## src/source/flag_pkg.sv

```systemverilog
package flag_pkg;

   //////////////////////////////
   // Bus addresses
   //////////////////////////////

   // Both addresses select the one flag register
   // They sit on decoder outputs 5 and 6 with bit 3 high and bit 4 low
   localparam logic [4:0] addr_flags_mbp = 5'd13;
   localparam logic [4:0] addr_flags     = 5'd14;

   //////////////////////////////
   // Action codes
   //////////////////////////////

   // An action code is only decoded while its top bit is clear
   localparam int unsigned action_nen_bit = 3;

   localparam logic [3:0] action_cpl = 4'd1;
   localparam logic [3:0] action_cll = 4'd2;
   localparam logic [3:0] action_sti = 4'd3;
   localparam logic [3:0] action_cli = 4'd4;

   // ALU operation select
   localparam logic alu_op_add = 1'b0;
   localparam logic alu_op_sub = 1'b1;

   // Default datapath width of the processor
   localparam int unsigned alu_width_default = 16;

   // Positions of the writable flags on the internal bus
   localparam int unsigned ibus_bit_fi = 15;
   localparam int unsigned ibus_bit_fv = 13;
   localparam int unsigned ibus_bit_fl = 12;

   //////////////////////////////
   // Flag byte
   //////////////////////////////

   // The same byte drives the bus high half and the lamps
   // Fields are listed from the most significant bit down
   typedef union packed {
      logic [7:0] raw;
      struct packed {
         logic       fi;
         logic       rsvd;
         logic       fv;
         logic       fl;
         logic       fz;
         logic       fn;
         logic [1:0] rsvd2;
      } f;
   } flag_byte_u;

endpackage

```

## src/source/flag_unit.sv

```systemverilog
module flag_unit (
   input  logic [4:0]  waddr,
   input  logic [4:0]  raddr,
   input  logic [3:0]  action,
   input  logic        nfpflags,
   input  logic        fn,
   input  logic        fz,
   input  logic        fl,
   input  logic        fv,
   input  logic        fi,
   output logic [15:0] ibus_out,
   output logic        ibus_oe,
   output logic [7:0]  fpd,
   output logic        nflagwe,
   output logic        naction_cpl,
   output logic        naction_cll,
   output logic        naction_sti,
   output logic        naction_cli
);

   // Works like one 138 decoder with a single active high enable
   // The selected output goes low and all others stay high
   function automatic logic [7:0] decode_138(input logic [2:0] sel, input logic en);
      logic [7:0] y;
      y = 8'hff;
      if (en) begin
         y[sel] = 1'b0;
      end
      return y;
   endfunction

   logic [7:0] wy;
   logic [7:0] ry;
   logic [7:0] ay;
   logic       nflagoe;

   flag_pkg::flag_byte_u flag_byte;

   //////////////////////////////
   // Address decode
   //////////////////////////////

   // Register space 8 to 15 is enabled by bit 3 high and bit 4 low
   assign wy = decode_138(waddr[2:0], waddr[3] & ~waddr[4]);
   assign ry = decode_138(raddr[2:0], raddr[3] & ~raddr[4]);

   // Either flag address writes the register, so the strobes are merged low
   assign nflagwe = wy[flag_pkg::addr_flags_mbp[2:0]] & wy[flag_pkg::addr_flags[2:0]];

   // The read enable is built the same way from the read decoder
   assign nflagoe = ry[flag_pkg::addr_flags_mbp[2:0]] & ry[flag_pkg::addr_flags[2:0]];
   assign ibus_oe = ~nflagoe;

   //////////////////////////////
   // Action decode
   //////////////////////////////

   // Codes with the top bit set disable the whole decoder
   assign ay = decode_138(action[2:0], ~action[flag_pkg::action_nen_bit]);

   assign naction_cpl = ay[flag_pkg::action_cpl[2:0]];
   assign naction_cll = ay[flag_pkg::action_cll[2:0]];
   assign naction_sti = ay[flag_pkg::action_sti[2:0]];
   assign naction_cli = ay[flag_pkg::action_cli[2:0]];

   //////////////////////////////
   // Flag byte drive
   //////////////////////////////

   // Reserved bits are not modelled and always read as zero
   always_comb begin
      flag_byte.raw   = 8'h00;
      flag_byte.f.fi  = fi;
      flag_byte.f.fv  = fv;
      flag_byte.f.fl  = fl;
      flag_byte.f.fz  = fz;
      flag_byte.f.fn  = fn;
   end

   // The flags occupy only the high half of the internal bus
   // A released bus reads as all zero
   assign ibus_out = ibus_oe ? {flag_byte.raw, 8'h00} : 16'h0000;

   // Lamps share the bus bit layout and go dark while the panel is deselected
   assign fpd = nfpflags ? 8'h00 : flag_byte.raw;

   // Writing is not done here
   // Only nflagwe leaves this block and the flag register takes the bus itself

endmodule

```

## src/source/flag_register.sv

```systemverilog
module flag_register (
   input  logic        clk,
   input  logic        rst_n,
   input  logic [15:0] ibus_in,
   input  logic        nflagwe,
   input  logic        naction_cpl,
   input  logic        naction_cll,
   input  logic        naction_sti,
   input  logic        naction_cli,
   input  logic        alu_strobe,
   input  logic        new_fn,
   input  logic        new_fz,
   input  logic        new_fl,
   input  logic        new_fv,
   output logic        fn,
   output logic        fz,
   output logic        fl,
   output logic        fv,
   output logic        fi
);

   logic fn_next;
   logic fz_next;
   logic fl_next;
   logic fv_next;
   logic fi_next;

   //////////////////////////////
   // Next state
   //////////////////////////////

   always_comb begin
      // Every flag holds unless one of its sources is active
      fn_next = fn;
      fz_next = fz;
      fl_next = fl;
      fv_next = fv;
      fi_next = fi;

      // Link has four sources and the bus write is strongest
      // Complement wins over clear, and the ALU only lands when nothing else does
      if (!nflagwe) begin
         fl_next = ibus_in[flag_pkg::ibus_bit_fl];
      end else if (!naction_cpl) begin
         fl_next = ~fl;
      end else if (!naction_cll) begin
         fl_next = 1'b0;
      end else if (alu_strobe) begin
         fl_next = new_fl;
      end

      // Interrupt enable is set or cleared by actions unless the bus writes it
      if (!nflagwe) begin
         fi_next = ibus_in[flag_pkg::ibus_bit_fi];
      end else if (!naction_sti) begin
         fi_next = 1'b1;
      end else if (!naction_cli) begin
         fi_next = 1'b0;
      end

      // Overflow comes from the bus first and then from the ALU
      if (!nflagwe) begin
         fv_next = ibus_in[flag_pkg::ibus_bit_fv];
      end else if (alu_strobe) begin
         fv_next = new_fv;
      end

      // Negative and zero cannot be written from the bus
      if (alu_strobe) begin
         fn_next = new_fn;
         fz_next = new_fz;
      end
   end

   //////////////////////////////
   // Flag flip-flops
   //////////////////////////////

   // All five flags read zero after reset
   always_ff @(posedge clk) begin
      if (!rst_n) begin
         fn <= 1'b0;
         fz <= 1'b0;
         fl <= 1'b0;
         fv <= 1'b0;
         fi <= 1'b0;
      end else begin
         fn <= fn_next;
         fz <= fz_next;
         fl <= fl_next;
         fv <= fv_next;
         fi <= fi_next;
      end
   end

endmodule

```

## src/source/alu_flag_gen.sv

```systemverilog
module alu_flag_gen #(
   parameter int unsigned alu_width = flag_pkg::alu_width_default
) (
   input  logic [alu_width-1:0] alu_a,
   input  logic [alu_width-1:0] alu_b,
   input  logic                 alu_op,
   output logic [alu_width-1:0] alu_result,
   output logic                 new_fn,
   output logic                 new_fz,
   output logic                 new_fl,
   output logic                 new_fv
);

   // Top bit index of the datapath
   localparam int unsigned msb = alu_width - 1;

   logic                 is_sub;
   logic [alu_width-1:0] b_eff;
   logic [alu_width-1:0] carry_in;
   logic [alu_width:0]   sum_ext;

   //////////////////////////////
   // Adder
   //////////////////////////////

   // Subtract is done as a plus the inverse of b plus one
   assign is_sub = (alu_op == flag_pkg::alu_op_sub);
   assign b_eff  = is_sub ? ~alu_b : alu_b;

   // The one for subtract enters as the carry into bit 0
   assign carry_in = {{(alu_width - 1){1'b0}}, is_sub};

   // One extra bit on the left catches the carry out
   assign sum_ext = {1'b0, alu_a} + {1'b0, b_eff} + {1'b0, carry_in};

   assign alu_result = sum_ext[msb:0];

   //////////////////////////////
   // Flag candidates
   //////////////////////////////

   // Link is the raw carry out in both modes
   // After subtract it reads as not borrow
   assign new_fl = sum_ext[alu_width];

   // Negative is simply the sign bit of the result
   assign new_fn = alu_result[msb];

   // Zero flag when no bit of the result is set
   assign new_fz = (alu_result == '0);

   // Overflow when both effective operands have one sign
   // and the result comes out with the other sign
   assign new_fv = (alu_a[msb] == b_eff[msb]) && (alu_result[msb] != alu_a[msb]);

   // These candidates are only taken into the flags under the ALU strobe
   // The result itself is always live

endmodule

```

## src/source/flag_section.sv

```systemverilog
module flag_section #(
   parameter int unsigned alu_width = flag_pkg::alu_width_default
) (
   input  logic                 clk,
   input  logic                 rst_n,
   input  logic [4:0]           waddr,
   input  logic [4:0]           raddr,
   input  logic [3:0]           action,
   input  logic [15:0]          ibus_in,
   input  logic                 nfpflags,
   input  logic [alu_width-1:0] alu_a,
   input  logic [alu_width-1:0] alu_b,
   input  logic                 alu_op,
   input  logic                 alu_strobe,
   output logic [15:0]          ibus_out,
   output logic                 ibus_oe,
   output logic [7:0]           fpd,
   output logic                 nflagwe,
   output logic [alu_width-1:0] alu_result
);

   // Flag state shared by the decode and storage blocks
   logic fn;
   logic fz;
   logic fl;
   logic fv;
   logic fi;

   // Active low action strobes
   logic naction_cpl;
   logic naction_cll;
   logic naction_sti;
   logic naction_cli;

   // Flag candidates from the ALU
   logic new_fn;
   logic new_fz;
   logic new_fl;
   logic new_fv;

   //////////////////////////////
   // Decode and bus drive
   //////////////////////////////

   flag_unit u_flag_unit (
      .waddr       (waddr),
      .raddr       (raddr),
      .action      (action),
      .nfpflags    (nfpflags),
      .fn          (fn),
      .fz          (fz),
      .fl          (fl),
      .fv          (fv),
      .fi          (fi),
      .ibus_out    (ibus_out),
      .ibus_oe     (ibus_oe),
      .fpd         (fpd),
      .nflagwe     (nflagwe),
      .naction_cpl (naction_cpl),
      .naction_cll (naction_cll),
      .naction_sti (naction_sti),
      .naction_cli (naction_cli)
   );

   //////////////////////////////
   // Flag storage
   //////////////////////////////

   flag_register u_flag_register (
      .clk         (clk),
      .rst_n       (rst_n),
      .ibus_in     (ibus_in),
      .nflagwe     (nflagwe),
      .naction_cpl (naction_cpl),
      .naction_cll (naction_cll),
      .naction_sti (naction_sti),
      .naction_cli (naction_cli),
      .alu_strobe  (alu_strobe),
      .new_fn      (new_fn),
      .new_fz      (new_fz),
      .new_fl      (new_fl),
      .new_fv      (new_fv),
      .fn          (fn),
      .fz          (fz),
      .fl          (fl),
      .fv          (fv),
      .fi          (fi)
   );

   // The datapath width is set here and handed down
   alu_flag_gen #(
      .alu_width (alu_width)
   ) u_alu_flag_gen (
      .alu_a      (alu_a),
      .alu_b      (alu_b),
      .alu_op     (alu_op),
      .alu_result (alu_result),
      .new_fn     (new_fn),
      .new_fz     (new_fz),
      .new_fl     (new_fl),
      .new_fv     (new_fv)
   );

endmodule

```

## config.mk

```make
export PLATFORM = sky130hd
export DESIGN_NAME = flag_section
export DESIGN_NICKNAME = d
export VERILOG_FILES = /design/src/source/flag_pkg.sv /design/src/source/flag_unit.sv /design/src/source/flag_register.sv /design/src/source/alu_flag_gen.sv /design/src/source/flag_section.sv
export SDC_FILE = /design/constraint.sdc
export NUM_CORES = 1
export LEC_CHECK = 0
export BUFFER_PORTS_ARGS = -buffer_cell sky130_fd_sc_hd__clkbuf_2
export CAP_MARGIN = 20
export CORE_MARGIN = 2
export CORE_UTILIZATION = 41
export CTS_CLUSTER_DIAMETER = 100
export DETAILED_ROUTE_END_ITERATION = 10
export PLACE_DENSITY = 0.82
export SETUP_SLACK_MARGIN = 0.3
export SLEW_MARGIN = 20
export SYNTH_ARGS = -nofsm -noshare
export SYNTH_HDL_FRONTEND = slang
export SYNTH_SLANG_ARGS = --single-unit
```

## constraint.sdc

```tcl
create_clock -name clk -period 5.4 [get_ports clk]
set_input_delay 0.54 -clock clk [delete_from_list [all_inputs] [get_ports clk]]
set_output_delay 0.54 -clock clk [all_outputs]
set_load 0.03 [all_outputs]
```

# Word-level counts from Yosys, hierarchy flattened
# Cells that the tools add are included.
totals:
  reg_bits: 5
  inputBits: 67
  out_inout_bits: 42
  wordCells: 56
classes:
  add_sub_neg: 2
  magnitude_cmp: 6
  n_eq_ne: 5
  muxes: 21
  bitwise: 12
  reduce_logical: 5
ops:
  columns: ["operator", "n"]
  rows:
  - ["two-way mux 16 bit", 2]
  - ["adder 16 x 16 -> 17 bit", 1]
  - ["adder 17 x 1 -> 17 bit", 1]
  - ["logical NOT 16 bit", 1]
  - ["NOT 16 bit", 1]
  - ["two-way mux 7 bit", 2]
  - ["NOT 7 bit", 2]
  - ["less-than comparator 3 x 4 -> 1 bit, second input constant", 3]
  - ["two-way mux 1 bit", 12]
  - ["demux 1 bit (select 3 bit)", 3]
  - ["greater-or-equal comparator 3 x 1 -> 1 bit, second input constant", 3]
  - ["two-way mux 8 bit", 1]
  - ["two-way mux 5 bit", 1]
  - ["NOT 5 bit", 1]
  - ["bitwise AND 1 bit", 4]
  - ["logical AND 1 bit", 4]
  - ["inequality test 4 bit, second input constant", 1]
  - ["NOT 1 bit", 4]
  - ["inequality test 3 bit, second input constant", 1]
  - ["inequality test 2 bit, second input constant", 1]
  - ["equality test 1 bit", 1]
  - ["inequality test 1 bit", 1]

# Depth between registers and ports, before layout
logic_depth:
  depth_word: 9
  ltp_mapped: 12
  mapped_depth_nobuf: 11

# Modules after synthesis
# Synthesis repeated with hierarchy kept, for this count alone.
unflattened:
  hier_cells: 179
  area_unflattened_um2: 1410.1
by_module_without_submodules:
  columns: ["module", "instances", "cells_per_inst", "area_per_inst_um2", "seq_area_each_um2"]
  rows:
  - ["alu_flag_gen", 1, 118, 943.4, 0.0]
  - ["flag_unit", 1, 40, 257.7, 0.0]
  - ["flag_register", 1, 21, 209.0, 100.1]

# Worst setup path after synthesis
# No wires, ideal clock.
synth_path:
  path_kind: "input-to-reg"
  start: "input port alu_op"
  end: "register u_flag_register.fz"
  setup_ps: 86
  arrival_time_ps: 4053
  required_ps: 5314
  setup_slack_ps: 1262
  path_stages: 11
  path_buffers: 2
  cell_sequence: "buf_4 > buf_1 > xor2_1 > fa_1 > xor2_1 > or4_1 > or3_1 > a2111o_1 > or4_1 > or4_1 > o31ai_2"
synth_between:
  elab_chain_len: 4
synth_rtl:
  columns: ["item", "line_no", "rtl"]
  rows:
  - ["start: declaration", "flag_section.sv:13", "input logic alu_op,"]
  - ["two-way mux 16 bit", "alu_flag_gen.sv:28", "assign b_eff = is_sub ? ~alu_b : alu_b;"]
  - ["adder 16 x 16 -> 17 bit", "alu_flag_gen.sv:34", "assign sum_ext = {1'b0, alu_a} + {1'b0, b_eff} + {1'b0, carry_in};"]
  - ["adder 17 x 1 -> 17 bit (*)", "alu_flag_gen.sv:34", null]
  - ["via alu_result[2]", "flag_section.sv:19", "output logic [alu_width-1:0] alu_result"]
  - ["logical NOT 16 bit (*)", "alu_flag_gen.sv:50", "assign new_fz = (alu_result == '0);"]
  - ["end signal: assignment", "flag_register.sv:89", "fz <= fz_next;"]
  - ["end: declaration", "flag_register.sv:16", "output logic fz,"]
# Mark *: on every way through the listed nets, which the timed path passes. The rest lies on a longest branch.
# A chain may end at the register's enable or synchronous reset.

# Worst setup path after layout
layout_path:
  start: "input port alu_op"
  end: "register u_flag_register.fz"
layout_between:
  elab_chain_len: 4
layout_rtl:
  columns: ["item", "line_no"]
  rows:
  - ["two-way mux 16 bit", "alu_flag_gen.sv:28"]
  - ["adder 16 x 16 -> 17 bit", "alu_flag_gen.sv:34"]
  - ["adder 17 x 1 -> 17 bit (*)", "alu_flag_gen.sv:34"]
  - ["logical NOT 16 bit (*)", "alu_flag_gen.sv:50"]
# Mark *: on every way between the ends. The rest lies on a longest branch, timed or not.

==> impl_results.md <==
- Top cells by area, synth: ha_1 15%, xor2_1 15%, buf_4 8.4%, dfxtp_1 7.0%, xnor2_1 4.3%
- Initial Util: 42.7%
- Highest cell delay on the worst timing path: 520 ps
- FFs w/ async S/R, synth: 0%
- Final hold slack: 507 ps
- Synth area leader: ha_1
- Fin Clk Skew: 0 ps
- Crit path launch type: input pin
- EDFF count, synth: 0
- PostCTS Resize Cnt: 0
- Worst setup EP type: flip-flop
- Global-route wire length before repair: approximately 5.6 mm
- Hold Violations, Final: 0
- Leakage Power: a little under 1 nW
- Post-CTS setup buffer count: 0
- R2r endpoint: u_flag_register.fl$_SDFFE_PN0P_
- Final Cycle Share: 71.7%
- Req. time, crit path: 5560 ps
- Pwr per Cell Area: around 220 nW/um^2
- Final HPWL from detailed placement: ~3.0 mm
- Worst reg-to-reg path cell count: 6
- Post-Syn Area: ~1400 um^2
- Synth-to-Final Area Change: 28.7%
- Die Area: 3960 um^2
- Placer Congestion: 0.851
- Vias/cell: slightly below 5
- Final min period: approximately 3900 ps
- Worst Hold Launch: u_flag_register.fz$_SDFFE_PN0P_
- Vias in the first global route: approximately 1400
- Final WL: 3.47 mm
- Setup Crit Path Kind: input pin to flip-flop
- H-tree levels: 1
- Post-Syn Area per Cell: approximately 7.7 um^2
- Boundary Pins: between 100 and 150
- # nets final: between 300 and 400
- Core Area: ~3300 um^2
- Max cap viols: 0
- Cell mode on critical path: or4_1
- Sequential area share after synthesis: under 10%
- Largest net degree at the start of global routing: 17
- Final Max Tran Viols: 0
- CP max-delay cell: or4_1
- Clk_lat worst skew: about 240 ps
- CTS Buf Count: 3
- Port bufs: 81
- Kind of cell adding the most delay to the critical path: simple AND/OR/NAND/NOR gates
- CTS tree: yes
- Endpoints failing setup: 0
- Hold Path Class: flip-flop to flip-flop
- Die height: approximately 63 um
- Most used DFF post-synth: dfxtp_1
- Horiz. Die Dim: around 63 um
- FILL cells: 336
- Initial DRC Count: 37
- Antenna violations before repair: 0
- Antenna diodes: 0
- DR DRC count: 0
- Run status: completed
- Post-route setup slack: about 1500 ps
- Max Fclk: between 200 and 300 MHz
- RSZ-0062 raised after global routing: false
- Total GRT Usage: about 17%
- Fin Setup TNS: 0 ps
- Remaining Overflow, GRT: 0
- Crit path DAT: around 4000 ps
- Worst-path clk slew: 40 ps
- FF-to-FF Start: u_flag_register.fl$_SDFFE_PN0P_
- FF+latch count, synth: 5
- ANT nets after route: 0
- Reg2reg setup slack: ~4200 ps
- CP Buf/Inv Count: 2
- Routed vias: ~1500
- Crit path cell chain: clkbuf_2 > mux2i_1 > inv_1 > fa_1 > xor2_1 > or4_1 > or3_1 > a2111o_1 > or4_1 > or4_1 > o31ai_2
- Hold_buf cts: 0
- Row cnt: 21
- TritonRoute pass-1 iters: 4
- Post-synthesis cell type count: 47
- Pre-CTS WS: about 1300 ps
- VDD IR max: around 120 uV
- Worst-path maximum fanout: 16
- Area fraction of the dominant cell type after synthesis: 14.9%
- Post-DR wirelength/cell: 11.1 um
- CTS Buffer Depth: 2
- Clock sinks: 5
- Finished Core Util: between 50 and 60%
- Worst hold endpoint: u_flag_register.fz$_SDFFE_PN0P_
- Hold path cells: 2
- Layout cell share with drive strength beyond 1: between 30% and 40%
- Synth warn: 0
- Synthesized netlist cell count: about 190
- Root Buffer: clkbuf_4
-- registers in the layout, summed over array words and instances, names as in the netlist --
register / flops
u_flag_register.fn: 1
u_flag_register.fv: 1
u_flag_register.fi: 1
u_flag_register.fl: 1
u_flag_register.fz: 1
-- cells in the mapped netlist, types with 5 or more instances --
cell / instances
a21oi_1: 12
and2_1: 7
buf_4: 16
dfxtp_1: 5
ha_1: 17
inv_1: 7
nand2_1: 10
nor2_1: 8
nor2b_1: 6
o21ai_0: 9
xnor2_1: 7
xor2_1: 24
-- logic make-up (layout without fill, tap and decap cells) --
group	after synthesis	count (layout)	share of synthesized area, %
AOI/OAI and AO/OA	44	44	20.5
adders and majority gates	18	18	16.3
muxes	3	3	2.11
other	1	14	0.263
xor gates and xnor gates	31	31	19.1
and+or+nand+nor	59	59	23.8
DFF	5	5	7.03
buffers and inverters	25	92	10.9
-- final cells by class --
| cell class | instances | area [um^2] | area share [%] |
|---|---|---|---|
| tap | 46 | 57.6 | 3.14 |
| multi-input combinational | 169 | 1220 | 66.4 |
| inverter | 7 | 26.3 | 1.43 |
| sequential | 5 | 100 | 5.46 |
| clock buffer | 4 | 26.3 | 1.43 |
| timing repair buffer | 81 | 405 | 22.1 |
-- per-stage QoR --
stage	instances	power, mW	area, um^2
after global placement	308	0.361	1810
after detailed placement	308	0.365	1810
after global routing	312	0.437	1830
final	312	0.408	1830
after floorplan	199	0.291	1470
after CTS	312	0.410	1830
-- worst register-to-register path: stages (launching register included) --
cell and delay, ps:
dfxtp_1 360, nor2_1 60, a31oi_1 200, nand3_1 100, o211ai_1 100, a21oi_1 70, a21boi_0 140
-- power breakdown --
part | internal (mW) | leakage, nW | switching (mW) | total (mW)
registers | 0.0402 | 0.0409 | 0.00213 | 0.0424
logic | 0.111 | 0.919 | 0.211 | 0.322
clock network | 0.0279 | 0.0150 | 0.0152 | 0.0431
total | 0.180 | 0.974 | 0.228 | 0.408
-- metal layers --
| metal | wire length, um | part of all wire, % | vias up | GRT usage (%) |
|---|---|---|---|---|
| met4 | 27 | 0.78 | 0 | 5.00 |
| met1 | 1460 | 42 | 677 | 20.2 |
| met3 | 300 | 8.7 | 4 | 2.70 |
| met5 | 0 | 0 | - | 0 |
| li1 | - | - | 799 | - |
| met2 | 1680 | 49 | 65 | 30.5 |
-- cell usage in the layout, fill, tap and decap left out, drive strengths merged, types with 3 or more instances in the layout --
cell type	netlist	routed
dfxtp	5	5
and2	7	7
nand2	11	11
nand3b	3	3
o21ai	10	10
nor2b	6	6
ha	17	17
a21oi	14	14
mux2i	3	3
conb	1	14
a21o	4	4
xor2	24	24
clkbuf	0	85
or4	4	4
or3	3	3
nand3	3	3
nor2	8	8
inv	7	7
nor3	3	3
xnor2	7	7
nand4	3	3
a21boi	3	3
-- worst max-delay path by stage --
stage	startpoint	to	slack, ps	depth (start not counted)
2_1_floorplan	alu_op	u_flag_register.fz$_SDFFE_PN0P_	1260	11
3_3_place_gp	alu_op	u_flag_register.fz$_SDFFE_PN0P_	1310	11
3_5_place_dp	alu_op	u_flag_register.fz$_SDFFE_PN0P_	1280	11
4_1_cts	alu_op	u_flag_register.fz$_SDFFE_PN0P_	1520	11
5_1_grt	alu_op	u_flag_register.fz$_SDFFE_PN0P_	1340	11
6_report	alu_op	u_flag_register.fz$_SDFFE_PN0P_	1530	11
Power figures use the tool's default switching activity.
